===== config.mk =====
export PLATFORM = sky130hd
export DESIGN_NAME = alu_top
export DESIGN_NICKNAME = d
export VERILOG_FILES = /design/src/alu_pkg.sv /design/src/alu_shifter.sv /design/src/alu_adder.sv /design/src/alu_compare.sv /design/src/alu_bitcount.sv /design/src/alu_result_stage.sv /design/src/alu_top.sv
export SDC_FILE = /design/constraint.sdc
export NUM_CORES = 1
export LEC_CHECK = 0
export BUFFER_PORTS_ARGS = -buffer_cell sky130_fd_sc_hd__buf_2
export CAP_MARGIN = 20
export CORE_UTILIZATION = 45
export DETAILED_ROUTE_END_ITERATION = 12
export SKIP_CTS_REPAIR_TIMING = 1
export SLEW_MARGIN = 20
export SYNTH_ARGS = -nofsm -noshare
export SYNTH_HDL_FRONTEND = slang
export SYNTH_HIERARCHICAL = 1
export SYNTH_SLANG_ARGS = --single-unit

===== constraint.sdc =====
create_clock -name clk -period 1.25 [get_ports clk]
set_input_delay 0.25 -clock clk [delete_from_list [all_inputs] [get_ports clk]]
set_output_delay 0.25 -clock clk [all_outputs]
set_load 0.05 [all_outputs]

===== src/alu_pkg.sv =====
// Package: word width, word and count types, ALU opcode enum, request and response structs
`default_nettype none

package alu_pkg;

  // Data word width, fixed by RV32
  localparam int XLEN = 32;

  // One data word
  typedef logic [XLEN-1:0] word_t;

  // Bit counter result, 0 to 32
  typedef logic [5:0] count_t;

  // Opcodes, encodings are fixed
  typedef enum logic [5:0] {
    ALU_AND    = 6'd0,
    ALU_OR     = 6'd1,
    ALU_XOR    = 6'd2,
    ALU_ADD    = 6'd3,
    ALU_SUB    = 6'd4,
    ALU_SLL    = 6'd5,
    ALU_SRL    = 6'd6,
    ALU_SRA    = 6'd7,
    ALU_SLTS   = 6'd8,
    ALU_SLTU   = 6'd9,
    ALU_EQ     = 6'd10,
    ALU_NE     = 6'd11,
    ALU_GES    = 6'd12,
    ALU_GEU    = 6'd13,
    ALU_LTS    = 6'd14,
    ALU_LTU    = 6'd15,
    ALU_SH1ADD = 6'd16,
    ALU_SH2ADD = 6'd17,
    ALU_SH3ADD = 6'd18,
    ALU_CLZ    = 6'd19,
    ALU_CTZ    = 6'd20,
    ALU_CPOP   = 6'd21,
    ALU_MIN    = 6'd22,
    ALU_MINU   = 6'd23,
    ALU_MAX    = 6'd24,
    ALU_MAXU   = 6'd25,
    ALU_ANDN   = 6'd26,
    ALU_ORN    = 6'd27,
    ALU_XNOR   = 6'd28,
    ALU_ORC_B  = 6'd29,
    ALU_REV8   = 6'd30,
    ALU_ROL    = 6'd31,
    ALU_ROR    = 6'd32,
    ALU_SEXT_B = 6'd33,
    ALU_SEXT_H = 6'd34,
    ALU_BSET   = 6'd35,
    ALU_BCLR   = 6'd36,
    ALU_BINV   = 6'd37,
    ALU_BEXT   = 6'd38
  } alu_op_e;

  // Request into the ALU, 70 bits
  typedef struct packed {
    alu_op_e op;
    word_t   a;
    word_t   b;
  } alu_req_t;

  // Registered response, 33 bits
  typedef struct packed {
    word_t result;
    logic  cmp;
  } alu_rsp_t;

endpackage

`default_nettype wire


===== src/alu_shifter.sv =====
// Funnel shifter for shifts, rotates and Zbs single-bit operations
`timescale 1ns/1ps
`default_nettype none

module alu_shifter (
  input  alu_pkg::alu_req_t req_i,
  output alu_pkg::word_t    shift_result_o,
  output alu_pkg::word_t    bit_result_o
);
  import alu_pkg::*;

  // Controls decoded from the opcode
  logic        rshift;
  logic        arithmetic;
  logic        rotate;
  logic        tieoff;

  // Funnel halves and shift amount
  word_t       fun_lo;
  word_t       fun_hi;
  logic [5:0]  shamt;
  logic [63:0] funnel;
  word_t       onehot_hit;

  assign rshift     = (req_i.op == ALU_SRL) || (req_i.op == ALU_SRA) || (req_i.op == ALU_ROR);
  assign arithmetic = (req_i.op == ALU_SRA);
  assign rotate     = (req_i.op == ALU_ROL) || (req_i.op == ALU_ROR);
  assign tieoff     = (req_i.op == ALU_BSET) || (req_i.op == ALU_BCLR) ||
                      (req_i.op == ALU_BINV) || (req_i.op == ALU_BEXT);

  ////////////////////
  // Funnel setup
  ////////////////////

  // Only B mod 32 counts
  // Right shift is a left rotate by the negated amount
  assign shamt = rshift ? 6'd0 - {1'b0, req_i.b[4:0]} : {1'b0, req_i.b[4:0]};

  // Tie-off form shifts a single 1 to build the bit mask
  assign fun_lo = tieoff ? word_t'(1) : req_i.a;

  always_comb begin
    if (rotate) begin
      // Rotate wraps A back into itself
      fun_hi = req_i.a;
    end else if (arithmetic) begin
      fun_hi = {XLEN{req_i.a[XLEN-1]}};
    end else begin
      // Zero fill for logical shifts and the tie-off form
      fun_hi = '0;
    end
  end

  ////////////////////
  // Rotate stages
  ////////////////////

  always_comb begin
    funnel = {fun_hi, fun_lo};
    // Six stages from 32 down to 1
    for (int i = 5; i >= 0; i--) begin
      if (shamt[i]) begin
        funnel = (funnel << (1 << i)) | (funnel >> (64 - (1 << i)));
      end
    end
  end

  assign shift_result_o = funnel[XLEN-1:0];

  ////////////////////
  // Zbs results
  ////////////////////

  // Bit of A picked by the mask
  assign onehot_hit = req_i.a & shift_result_o;

  always_comb begin
    unique case (req_i.op)
      ALU_BSET: bit_result_o = req_i.a | shift_result_o;
      ALU_BCLR: bit_result_o = req_i.a & ~shift_result_o;
      ALU_BINV: bit_result_o = req_i.a ^ shift_result_o;
      // Extracted bit lands in the LSB
      ALU_BEXT: bit_result_o = {{(XLEN-1){1'b0}}, |onehot_hit};
      default:  bit_result_o = '0;
    endcase
  end

endmodule

`default_nettype wire


===== src/alu_adder.sv =====
// Module alu_adder: add, subtract and shift-by-1/2/3-then-add
`timescale 1ns/1ps
`default_nettype none

module alu_adder (
  input  alu_pkg::alu_req_t req_i,
  output alu_pkg::word_t    sum_o
);
  import alu_pkg::*;

  logic  negate;
  word_t op_a;
  word_t op_b;

  // Subtract as A + ~B + 1
  assign negate = (req_i.op == ALU_SUB);

  // Pre-shift of A for the Zba forms
  always_comb begin
    unique case (req_i.op)
      ALU_SH1ADD: op_a = req_i.a << 1;
      ALU_SH2ADD: op_a = req_i.a << 2;
      ALU_SH3ADD: op_a = req_i.a << 3;
      default:    op_a = req_i.a;
    endcase
  end

  assign op_b = negate ? ~req_i.b : req_i.b;

  // Carry-in completes the two's complement, carry-out dropped
  assign sum_o = op_a + op_b + word_t'(negate);

endmodule

`default_nettype wire


===== src/alu_compare.sv =====
// Module alu_compare: equal/greater compare, branch and set-less-than bit, min and max select
`timescale 1ns/1ps
`default_nettype none

module alu_compare (
  input  alu_pkg::alu_req_t req_i,
  output logic              cmp_o,
  output alu_pkg::word_t    minmax_o
);
  import alu_pkg::*;

  logic cmp_signed;
  logic is_equal;
  logic is_greater;

  // Signed forms
  assign cmp_signed = (req_i.op == ALU_GES) || (req_i.op == ALU_LTS) ||
                      (req_i.op == ALU_SLTS) || (req_i.op == ALU_MIN) ||
                      (req_i.op == ALU_MAX);

  assign is_equal = (req_i.a == req_i.b);

  // 33-bit compare, top bit is the sign only in signed mode
  assign is_greater = $signed({req_i.a[XLEN-1] & cmp_signed, req_i.a}) >
                      $signed({req_i.b[XLEN-1] & cmp_signed, req_i.b});

  ////////////////////
  // Compare bit
  ////////////////////

  always_comb begin
    unique case (req_i.op)
      ALU_NE:   cmp_o = ~is_equal;
      ALU_GES,
      ALU_GEU:  cmp_o = is_greater | is_equal;
      // Less than is neither greater nor equal
      ALU_LTS,
      ALU_LTU,
      ALU_SLTS,
      ALU_SLTU: cmp_o = ~(is_greater | is_equal);
      // EQ and every op without a compare
      default:  cmp_o = is_equal;
    endcase
  end

  ////////////////////
  // Min and max
  ////////////////////

  always_comb begin
    unique case (req_i.op)
      ALU_MAX,
      ALU_MAXU: minmax_o = is_greater ? req_i.a : req_i.b;
      // MIN and MINU, also the idle value
      default:  minmax_o = is_greater ? req_i.b : req_i.a;
    endcase
  end

endmodule

`default_nettype wire


===== src/alu_bitcount.sv =====
// Module alu_bitcount: count leading zeros, count trailing zeros and population count
`timescale 1ns/1ps
`default_nettype none

module alu_bitcount (
  input  alu_pkg::alu_req_t req_i,
  output alu_pkg::count_t   count_o
);
  import alu_pkg::*;

  word_t  a_rev;
  word_t  scan_data;
  count_t lead_zeros;
  count_t ones;

  // Bit reversal turns CTZ into CLZ
  always_comb begin
    for (int i = 0; i < XLEN; i++) begin
      a_rev[i] = req_i.a[XLEN-1-i];
    end
  end

  assign scan_data = (req_i.op == ALU_CTZ) ? a_rev : req_i.a;

  ////////////////////
  // First one
  ////////////////////

  // Highest set bit wins since it is assigned last
  always_comb begin
    lead_zeros = count_t'(XLEN);
    for (int i = 0; i < XLEN; i++) begin
      if (scan_data[i]) begin
        lead_zeros = count_t'(XLEN - 1 - i);
      end
    end
  end

  ////////////////////
  // Popcount
  ////////////////////

  always_comb begin
    ones = '0;
    for (int i = 0; i < XLEN; i++) begin
      ones = ones + count_t'(req_i.a[i]);
    end
  end

  // CLZ and CTZ share the scanner
  assign count_o = (req_i.op == ALU_CPOP) ? ones : lead_zeros;

endmodule

`default_nettype wire


===== src/alu_result_stage.sv =====
// Module alu_result_stage: logic and byte ops, result select by opcode, response register
`timescale 1ns/1ps
`default_nettype none

module alu_result_stage (
  input  logic              clk,
  input  logic              rst_n_i,
  input  logic              req_valid_i,
  input  alu_pkg::alu_req_t req_i,
  input  alu_pkg::word_t    shift_result_i,
  input  alu_pkg::word_t    bit_result_i,
  input  alu_pkg::word_t    sum_i,
  input  logic              cmp_i,
  input  alu_pkg::word_t    minmax_i,
  input  alu_pkg::count_t   count_i,
  output logic              rsp_valid_o,
  output alu_pkg::alu_rsp_t rsp_o
);
  import alu_pkg::*;

  word_t    a;
  word_t    b;
  word_t    orc_b;
  word_t    rev8;
  alu_rsp_t rsp_d;

  assign a = req_i.a;
  assign b = req_i.b;

  ////////////////////
  // Byte ops
  ////////////////////

  // Byte becomes all ones if any bit is set
  always_comb begin
    for (int i = 0; i < XLEN / 8; i++) begin
      orc_b[8*i +: 8] = {8{|a[8*i +: 8]}};
    end
  end

  // Byte order swapped
  always_comb begin
    for (int i = 0; i < XLEN / 8; i++) begin
      rev8[8*i +: 8] = a[XLEN-8-8*i +: 8];
    end
  end

  ////////////////////
  // Result select
  ////////////////////

  always_comb begin
    rsp_d.cmp = cmp_i;
    unique case (req_i.op)
      ALU_AND:    rsp_d.result = a & b;
      ALU_OR:     rsp_d.result = a | b;
      ALU_XOR:    rsp_d.result = a ^ b;
      ALU_ANDN:   rsp_d.result = a & ~b;
      ALU_ORN:    rsp_d.result = a | ~b;
      ALU_XNOR:   rsp_d.result = ~(a ^ b);
      // Adder
      ALU_ADD,
      ALU_SUB,
      ALU_SH1ADD,
      ALU_SH2ADD,
      ALU_SH3ADD: rsp_d.result = sum_i;
      // Shifter
      ALU_SLL,
      ALU_SRL,
      ALU_SRA,
      ALU_ROL,
      ALU_ROR:    rsp_d.result = shift_result_i;
      ALU_BSET,
      ALU_BCLR,
      ALU_BINV,
      ALU_BEXT:   rsp_d.result = bit_result_i;
      // Set-less-than, zero-extended
      ALU_SLTS,
      ALU_SLTU:   rsp_d.result = {{(XLEN-1){1'b0}}, cmp_i};
      ALU_MIN,
      ALU_MINU,
      ALU_MAX,
      ALU_MAXU:   rsp_d.result = minmax_i;
      // Counters, zero-extended
      ALU_CLZ,
      ALU_CTZ,
      ALU_CPOP:   rsp_d.result = {{(XLEN-6){1'b0}}, count_i};
      ALU_ORC_B:  rsp_d.result = orc_b;
      ALU_REV8:   rsp_d.result = rev8;
      ALU_SEXT_B: rsp_d.result = {{(XLEN-8){a[7]}}, a[7:0]};
      ALU_SEXT_H: rsp_d.result = {{(XLEN-16){a[15]}}, a[15:0]};
      // Branch compares carry no result word
      default:    rsp_d.result = '0;
    endcase
  end

  ////////////////////
  // Output register
  ////////////////////

  // One cycle of latency, response held between requests
  always_ff @(posedge clk or negedge rst_n_i) begin
    if (!rst_n_i) begin
      rsp_valid_o <= 1'b0;
      rsp_o       <= '0;
    end else begin
      rsp_valid_o <= req_valid_i;
      if (req_valid_i) begin
        rsp_o <= rsp_d;
      end
    end
  end

endmodule

`default_nettype wire


===== src/alu_top.sv =====
// Module alu_top: ALU top level with shifter, adder, compare, bit counter and result stage
`timescale 1ns/1ps
`default_nettype none

module alu_top (
  input  logic              clk,
  input  logic              rst_n_i,
  input  logic              req_valid_i,
  input  alu_pkg::alu_req_t req_i,
  output logic              rsp_valid_o,
  output alu_pkg::alu_rsp_t rsp_o
);
  import alu_pkg::*;

  // Unit results into the result stage
  word_t  shift_result;
  word_t  bit_result;
  word_t  sum;
  logic   cmp;
  word_t  minmax;
  count_t count;

  ////////////////////
  // Datapath units
  ////////////////////

  alu_shifter u_shifter (
    .req_i          (req_i),
    .shift_result_o (shift_result),
    .bit_result_o   (bit_result)
  );

  alu_adder u_adder (
    .req_i (req_i),
    .sum_o (sum)
  );

  alu_compare u_compare (
    .req_i    (req_i),
    .cmp_o    (cmp),
    .minmax_o (minmax)
  );

  alu_bitcount u_bitcount (
    .req_i   (req_i),
    .count_o (count)
  );

  // Select and register
  alu_result_stage u_result_stage (
    .clk            (clk),
    .rst_n_i        (rst_n_i),
    .req_valid_i    (req_valid_i),
    .req_i          (req_i),
    .shift_result_i (shift_result),
    .bit_result_i   (bit_result),
    .sum_i          (sum),
    .cmp_i          (cmp),
    .minmax_i       (minmax),
    .count_i        (count),
    .rsp_valid_o    (rsp_valid_o),
    .rsp_o          (rsp_o)
  );

endmodule

`default_nettype wire


After elaboration in Yosys (flattened, before gate mapping)

Index checks and enable logic that the tools add are counted.
Widths: inputs -> output; s select.

Bits in registers: 34
Latch bits: 0
Bits in writable memories: 0
Memory bits (read-only): 0
Input bits: 73
Memories kept: 0

Add/subtract/negate cells: 34
Multiply operators: 0
Divide/modulo/power cells: 0
Order comparisons: 1
Eq/ne operators: 38
Shifts and indexed selects: 0
Multiplexer cells: 52
Bitwise operators: 23
Reductions and logical operators: 25

Operators by type and width:

| kind               | count |
|---|---|
| $pmux 32 s16       | 1 |
| $mux 64            | 5 |
| $mux 32            | 9 |
| $mux 6             | 34 |
| $add 6x1->6        | 30 |
| $and 32x32->32     | 4 |
| $pmux 32 s4        | 1 |
| $eq 6x5->1 const B | 16 |
| $not 32->32        | 3 |
| $or 32x32->32      | 3 |
| $pmux 32 s3        | 1 |
| $or 64x16->64      | 1 |
| $or 64x2->64       | 1 |
| $or 64x32->64      | 1 |
| $or 64x4->64       | 1 |
| $or 64x8->64       | 1 |
| $xor 32x32->32     | 2 |
| $eq 6x4->1 const B | 7 |
| $eq 6x6->1 const B | 7 |
| $gt 33x33->1       | 1 |
| $add 32x1->32      | 1 |
| $add 32x32->32     | 1 |
| $eq 32x32->1       | 1 |
| $or 32x1->32       | 1 |
| 17 further kinds   | 40 |

Longest topological paths before layout

Gate-level depths: netlist of run 1.

Word-level depth: 36
Gate-level depth with buffers: 24
Gate-level depth less buffers: 21

Modules after synthesis

The synthesis of run 1 kept the hierarchy.

Modules (own cells, without submodules):

| module           | instances | cells each | area each (sq um) | sequential area each (sq um) |
|---|---|---|---|---|
| alu_shifter      | 1         | 732        | 5509.0            | 0.0 |
| alu_result_stage | 1         | 610        | 4460.5            | 850.8 |
| alu_adder        | 1         | 426        | 3066.7            | 0.0 |
| alu_compare      | 1         | 246        | 2052.0            | 0.0 |
| alu_bitcount     | 1         | 217        | 1675.4            | 0.0 |

Least setup slack after synthesis of run 1

No wires, ideal clock.

Path type: input to register
Start point: input port req_i[32] in the netlist's numbering
End point: register u_result_stage/rsp_o[5] (netlist name)
Library setup time: 136 ps
Arrival: 5438 ps
Path slack: -4324 ps
Stages on the path: 20
Path buffers: 0
Cells stage by stage: fa_1 > ha_1 > fa_1 > inv_1 > fa_1 > fa_1 > fa_1 > fa_1 > inv_1 > fa_1 > fa_1 > a21oi_1 > nor2_1 > nor2_1 > xor2_1 > o22ai_1 > a222oi_1 > nand4_1 > a221oi_1 > a31oi_1

Word-level cells in the longest chain between the ends: 35

Ends and longest elaborated chain:

| what                                                 | RTL line               | text |
|---|---|---|
| start, declared                                      | alu_top.sv:9           | `input alu_pkg::alu_req_t req_i,` |
| branches (longest 33 deep; another with $add 6x1->6) | -                      |  |
| $mux 6 (*)                                           | alu_bitcount.sv:51     | `assign count_o = (req_i.op == ALU_CPOP) ? ones : lead_zeros;` |
| net count[4]                                         | alu_top.sv:21          | `count_t count;` |
| $pmux 32 s16 (*)                                     | alu_result_stage.sv:54 | `unique case (req_i.op)` |

Mark *: on every way through the listed nets, which the timed path passes.
A chain may end at the register's enable or synchronous reset.

Worst setup path after layout of run 1

Start point: input port req_i[32] in the netlist's numbering
End point: register u_result_stage/rsp_o[5] (netlist name)

Word-level cells in the longest chain between the ends: 35

Ends and longest elaborated chain:

| what                                                 | RTL line |
|---|---|
| branches (longest 33 deep; another with $add 6x1->6) | - |
| $mux 6 (*)                                           | alu_bitcount.sv:51 |
| net count[4]                                         | alu_top.sv:21 |
| $pmux 32 s16 (*)                                     | alu_result_stage.sv:54 |

Marks and branches as above.

==> impl_metrics.ini, run 1 <==
[sta]
fin_ws_ns = -4.27
fmax_mhz = 181
slew_viol_final = 0
hold_ws_ns = 0.297
hold_viol = 0
slew_headroom_pct = 42.9
worst_pin_slew_ns = 0.857
rsz0062_at_grt = yes
fin_skew_ns = 0
finalCriticalPeriod_ns = 5.52
setup_viol = 36
fin_crit_sh_pct = 441

[drt]
vias = 22700
vias_per_cell = 6.84
drc_errors = 0
wl_per_cell_um = 27.8
drtIter0Drc = 3223
routed_wl_um = 92300
drtPass1Iterations = 7
ant_nets = 0

[synthesis]
syn_nets = 2501
synthMuxAreaShare_pct = 17.1
yosysUniqueCellTypes = 115
synth-seq-cells = 34
syn_inst = 2231
syn_avg_cell_area_um2 = 7.51
yosys_most_used_dff = dfrtp_1
synth_top_family_by_area = compound AO/OA/AOI/OAI gates
syn_area_um2 = 16800
synth-compound-area-share_pct = 32.7
ys_warn_count = 6
async_reset_ff_share_pct = 100
synth_xor_area_share_pct = 4.28
seq_area_frac_synth_pct = 5.08
synth-edff-count = 0
synth_fa_ha_area_share_pct = 15.9
synth-simple-area-share_pct = 17.8

[global_route]
track_usage_pct = 46.5
grt_max_degree = 58
antenna_found_initial = 5
grt_pass1_wl_um = 134000
first_global_vias = 21500
grt_overflow = 0

[clock_network]
htree_num_levels = 2
worstSkewPairLatency_ns = 0.30
cts_buffer_depth = 2
clk_pin_slew_worst_paths_ns = 0.07
cts_sinks = 34
cts_tree = built
cts_made_buffers = 5
clockRootBuffer = clkbuf_16

[job]
max_cap_viol_count = 0

[power]
ir_drop_mv = 1.99
p_leak_nw = 11.0
power_density_nw_per_um2 = 799
p_total_mw = 19.5

[worst_setup_path]
r2r-start = u_result_stage/rsp_o[7]$_DFFE_PN0P_
cpPeakStageDelay_ns = 0.57
crit_path_cell_trace = buf_6 > fa_1 > ha_4 > fa_1 > inv_2 > fa_1 > fa_1 > fa_1 > fa_1 > inv_1 > fa_2 > fa_2 > a21oi_2 > nor2_1 > nor2_1 > xor2_1 > o22ai_1 > a222oi_1 > nand4_1 > a221oi_2 > a31oi_1
startpoint = req_i[32]
crit_path_start_kind = input port
critPathMaxFanout = 2
crit_type = input port to flop
r2r_setup_slack_ns = 0.34
cp-endpoint = u_result_stage/rsp_o[5]$_DFFE_PN0P_
crit_slowest_cell = fa_1
regToRegEndpoint = u_result_stage/rsp_o[7]$_DFFE_PN0P_
critical_path_required_ns = 1.43
r2r_cells = 2
critPathCaptureType = flop
worst_path_most_repeated_cell = fa_1
crit_arrival_ns = 5.70

[place]
dp_slack_ns = -4.69
dpl.hpwl_um = 70100
place_congestion = 1.04
numPortBuffers = 106

[final_layout]
nNetsFinal = 3117
area_growth_pct = 45.9
drive_above_1_share_pct = 36.8
layout_common_cells = buf_4, mux2i_1, nand2_1, a21oi_1, ha_1
layout_commonest_cell = buf_4

[min_path]
hp-class = input port to flop

[run_status]
status = complete, but fails checks
violations = negative setup slack

[die]
num_io_pins = 107
die_h_um = 195
num_rows = 70
dieArea_um2 = 38000
die_w_um = 195
core_area_um2 = 36600
floorplan.initialDensity_pct = 45.8
[critical path, delay by kind of cell]
family,cells,cell delay [ns]
adder cells (fa/ha/maj),9,3.91
buffers and inverters,3,0.22
XOR/XNOR,1,0.16
AO/OA/AOI/OAI,5,0.83
AND/OR/NAND/NOR,3,0.33
[state kept, by name, indices dropped and copies added, names as in the netlist]
name and cells:
u_result_stage/rsp_valid_o 1, u_result_stage/rsp_o 33
[layer usage]
metal	track usage (%)	up-vias	part of all wire [%]
li1	-	9766	-
met5	0	-	0
met1	59.7	10800	38
met4	25.8	0	6.8
met2	69.1	1775	42
met3	13.9	394	13
[how the worst min path moves through the flow]
stage,startpoint,slack (ns),to,cells past startpoint
floorplan,rst_n_i,-0.05,u_result_stage/rsp_o[0]$_DFFE_PN0P_,0
global placement,rst_n_i,0.24,u_result_stage/rsp_o[30]$_DFFE_PN0P_,2
detailed placement,rst_n_i,0.25,u_result_stage/rsp_o[30]$_DFFE_PN0P_,2
CTS,rst_n_i,-0.07,u_result_stage/rsp_o[30]$_DFFE_PN0P_,2
global route,req_valid_i,0.30,u_result_stage/rsp_valid_o$_DFF_PN0_,2
finish,req_valid_i,0.30,u_result_stage/rsp_valid_o$_DFF_PN0_,2
[through the flow]
stage | cell area (um^2) | util (%) | setup TNS, ns | cells
6_report | 24500 | 66.8 | -107.08 | 3319
5_1_grt | 24500 | 66.8 | -110.47 | 3319
4_1_cts | 23100 | 63.0 | -113.86 | 3285
3_5_place_dp | 22900 | 62.6 | -123.55 | 3277
3_3_place_gp | 22900 | 62.6 | -122.52 | 3277
2_1_floorplan | 17400 | - | -94.59 | 2231
[cells in the mapped netlist, drive strengths merged (22+ instances only)]
| master | instances | area share (%) |
|---|---|---|
| o211ai | 42 | 1.9 |
| a211oi | 27 | 1.4 |
| a221oi | 22 | 1.2 |
| inv | 121 | 2.7 |
| mux2 | 42 | 2.8 |
| a221o | 40 | 2.4 |
| o21ai | 130 | 3.9 |
| nor3 | 30 | 0.99 |
| a22o | 36 | 1.9 |
| a21oi | 185 | 5.6 |
| dfrtp | 34 | 5.1 |
| nor2 | 152 | 3.7 |
| xnor2 | 68 | 3.6 |
| nand2 | 187 | 4.2 |
| clkbuf | 94 | 2.1 |
| ha | 171 | 13 |
| a31oi | 31 | 1.2 |
| o22ai | 46 | 1.7 |
| nor4 | 31 | 1.3 |
| buf | 62 | 2.3 |
| nand3 | 42 | 1.3 |
| a22oi | 40 | 1.8 |
| mux2i | 228 | 14 |
| a21o | 26 | 1.2 |
| fa | 26 | 3.1 |
[cell families (layout without fill, tap and decap cells)]
| logic type | Yosys count | count (layout) |
|---|---|---|
| compound gates | 781 | 781 |
| xor+xnor | 82 | 82 |
| mux | 274 | 274 |
| flops | 34 | 34 |
| buf+inv | 278 | 895 |
| fa+ha+maj | 197 | 197 |
| other cells | 0 | 3 |
| simple gates | 585 | 585 |
[cell type report]
type                       instances  area (um^2)
inverter                         122          460
multi-input combinational       1919        16100
sequential                        34          853
antenna                            3         7.51
clock buffer                       6          139
timing repair buffer             765         6320
clock inverter                     2         12.5
fill                            3177        12200
tap                              468          586
[where the power goes]
group | internal [mW] | switching, mW
logic | 7.81 | 8.91
clock network | 0.796 | 0.684
registers | 1.22 | 0.131
total | 9.82 | 9.73
Note: power is estimated with default switching activity, not from simulation.
==> run 2, diff against run 1 <==
Settings changed: CTS_BUF_LIST set to sky130_fd_sc_hd__clkbuf_8.
==> run 2 against run 1 <==
- utilization fell by 0.068 points
- sequential cell count is the same
- fmax grew 0.64%
- cell area decreased by 0.10%
- cell count about the same
- clock skew stayed put
- combinational power hardly changed
- die area is the same
- the flow still finishes with violations (negative setup slack)
==> impl_metrics.ini, run 2 (synthesis results as in run 1) <==
[final_layout]
layout_common_cells = buf_4, mux2i_1, nand2_1, a21oi_1, ha_1
layout_commonest_cell = buf_4
drive_above_1_share_pct = 36.8
largest-register = u_result_stage/rsp_o
nNetsFinal = 3115
largest_reg_flops = 33
fin_cells = 3316
top_regs = u_result_stage/rsp_o (33), u_result_stage/rsp_valid_o (1)
area_growth_pct = 45.8

[power]
p_leak_nw = 11.0
ir_drop_mv = 2.00
power_frac_seq_pct = 7.1
pwr-share-clk_pct = 5.8
net-switching-power_mw = 9.67
pwr-share-comb_pct = 87.2
switching_share_pct = 50.4
p_int_mw = 9.51
power_density_nw_per_um2 = 785

[clock_network]
cts_sinks = 34
cts_tree = built
clockRootBuffer = clkbuf_8
htree_num_levels = 2
worstSkewPairLatency_ns = 0.33
clk_pin_slew_worst_paths_ns = 0.09
cts_made_buffers = 5
cts_buffer_depth = 2

[die]
num_rows = 70
num_io_pins = 107
dieArea_um2 = 38000
core_area_um2 = 36600
die_w_um = 195
die_h_um = 195
floorplan.initialDensity_pct = 45.8

[place]
dp_slack_ns = -4.69
numPortBuffers = 106
dpl.hpwl_um = 70100
place_congestion = 1.04
dp.cells = 3277

[worst_setup_path]
path_depth = 21
cpPeakStageDelay_ns = 0.57
crit_path_start_kind = input port
critical_path_required_ns = 1.46
critPathCaptureType = flop
crit_slowest_cell = fa_1
r2r_setup_slack_ns = 0.33
cpLargestDelayFamily = adder cells
r2r_cells = 2
worst_path_most_repeated_cell = fa_1
crit_arrival_ns = 5.70
critPathMaxFanout = 2
crit_type = input port to flop
crit_buf_inv = 3
crit_path_cell_trace = buf_6 > fa_1 > ha_4 > fa_1 > inv_2 > fa_1 > fa_1 > fa_1 > fa_1 > inv_1 > fa_2 > fa_2 > a21oi_2 > nor2_1 > nor2_1 > xor2_1 > o22ai_1 > a222oi_1 > nand4_1 > a221oi_2 > a31oi_1

[job]
max_cap_viol_count = 0

[min_path]
hold_path_depth = 2
hp-class = input port to flop

[global_route]
grt_overflow = 0
grt_max_degree = 58
track_usage_pct = 46.5
grt_pass1_wl_um = 134000
first_global_vias = 21500
antenna_found_initial = 4

[drt]
vias_per_cell = 6.84
drc_errors = 0
routed_wl_um = 92200
ant_nets = 0
vias = 22700
wl_per_cell_um = 27.8
drtIter0Drc = 3214
drtPass1Iterations = 7

[sta]
fin_skew_ns = 0
worst_pin_slew_ns = 0.852
slew_viol_final = 0
fmax_mhz = 182
finalCriticalPeriod_ns = 5.48
fin_ws_ns = -4.23
hold_viol = 0
fin_crit_sh_pct = 438
setup_viol = 37
slew_headroom_pct = 43.2
rsz0062_at_grt = yes
setup_tns_ns = -106.01

[run_status]
status = complete, but fails checks
violations = negative setup slack
-- run 2: cell count changes in the layout (fill, tap and decap cells not counted), moves of 2 or more --
cell / delta
buf_2: -9
buf_6: +6
clkbuf_16: -5
clkbuf_8: +5
a22oi_1: -2
a22oi_2: +2
ha_1: +2
ha_4: -2
o21ai_1: +2
-- run 2: metrics by stage --
stage	area [um^2]	util [%]	hold slack, ns	power, mW
2_1_floorplan	17400	-	-0.0456	9.40
3_3_place_gp	22900	62.6	0.242	15.4
3_5_place_dp	22900	62.6	0.249	15.8
4_1_cts	23000	62.8	-0.112	16.9
5_1_grt	24400	66.7	0.267	20.2
6_report	24400	66.7	0.263	19.2
-- run 2: worst paths after layout --
check,end,startpoint
setup / recovery,u_result_stage/rsp_o[5]$_DFFE_PN0P_,req_i[32]
hold / removal,u_result_stage/rsp_valid_o$_DFF_PN0_,req_valid_i
setup reg to reg,u_result_stage/rsp_o[7]$_DFFE_PN0P_,u_result_stage/rsp_o[7]$_DFFE_PN0P_
hold reg to reg,u_result_stage/rsp_o[0]$_DFFE_PN0P_,u_result_stage/rsp_o[0]$_DFFE_PN0P_
max in group asynchronous,u_result_stage/rsp_o[7]$_DFFE_PN0P_,rst_n_i
min in group asynchronous,u_result_stage/rsp_o[30]$_DFFE_PN0P_,rst_n_i
-- run 2: power groups by stage --
stage                     logic [mW]  clock network, mW  registers (mW)
after detailed placement        14.5                  0            1.35
after global placement          14.1                  0            1.35
after CTS                       14.5               1.07            1.33
final                           16.7               1.10            1.36
after floorplan                 7.69                  0            1.71
after global routing            17.7               1.11            1.36
-- run 2: layout make-up --
cell class / instances / area (um^2)
Multi-Input combinational cell: 1919 / 16100
Fill cell: 3174 / 12200
Timing Repair Buffer: 763 / 6370
Sequential cell: 34 / 855
Tap cell: 468 / 586
Inverter: 122 / 460
Clock buffer: 6 / 82.6
Clock inverter: 2 / 12.5
Antenna cell: 2 / 5.00
-- run 2: layer usage --
layer / vias up / global-route usage (%) / part of all wire, %
li1: 9773 / - / -
met2: 1777 / 68.8 / 42
met3: 395 / 12.8 / 13
met4: 0 / 26.2 / 6.8
met1: 10700 / 60.6 / 38
met5: - / 0 / 0
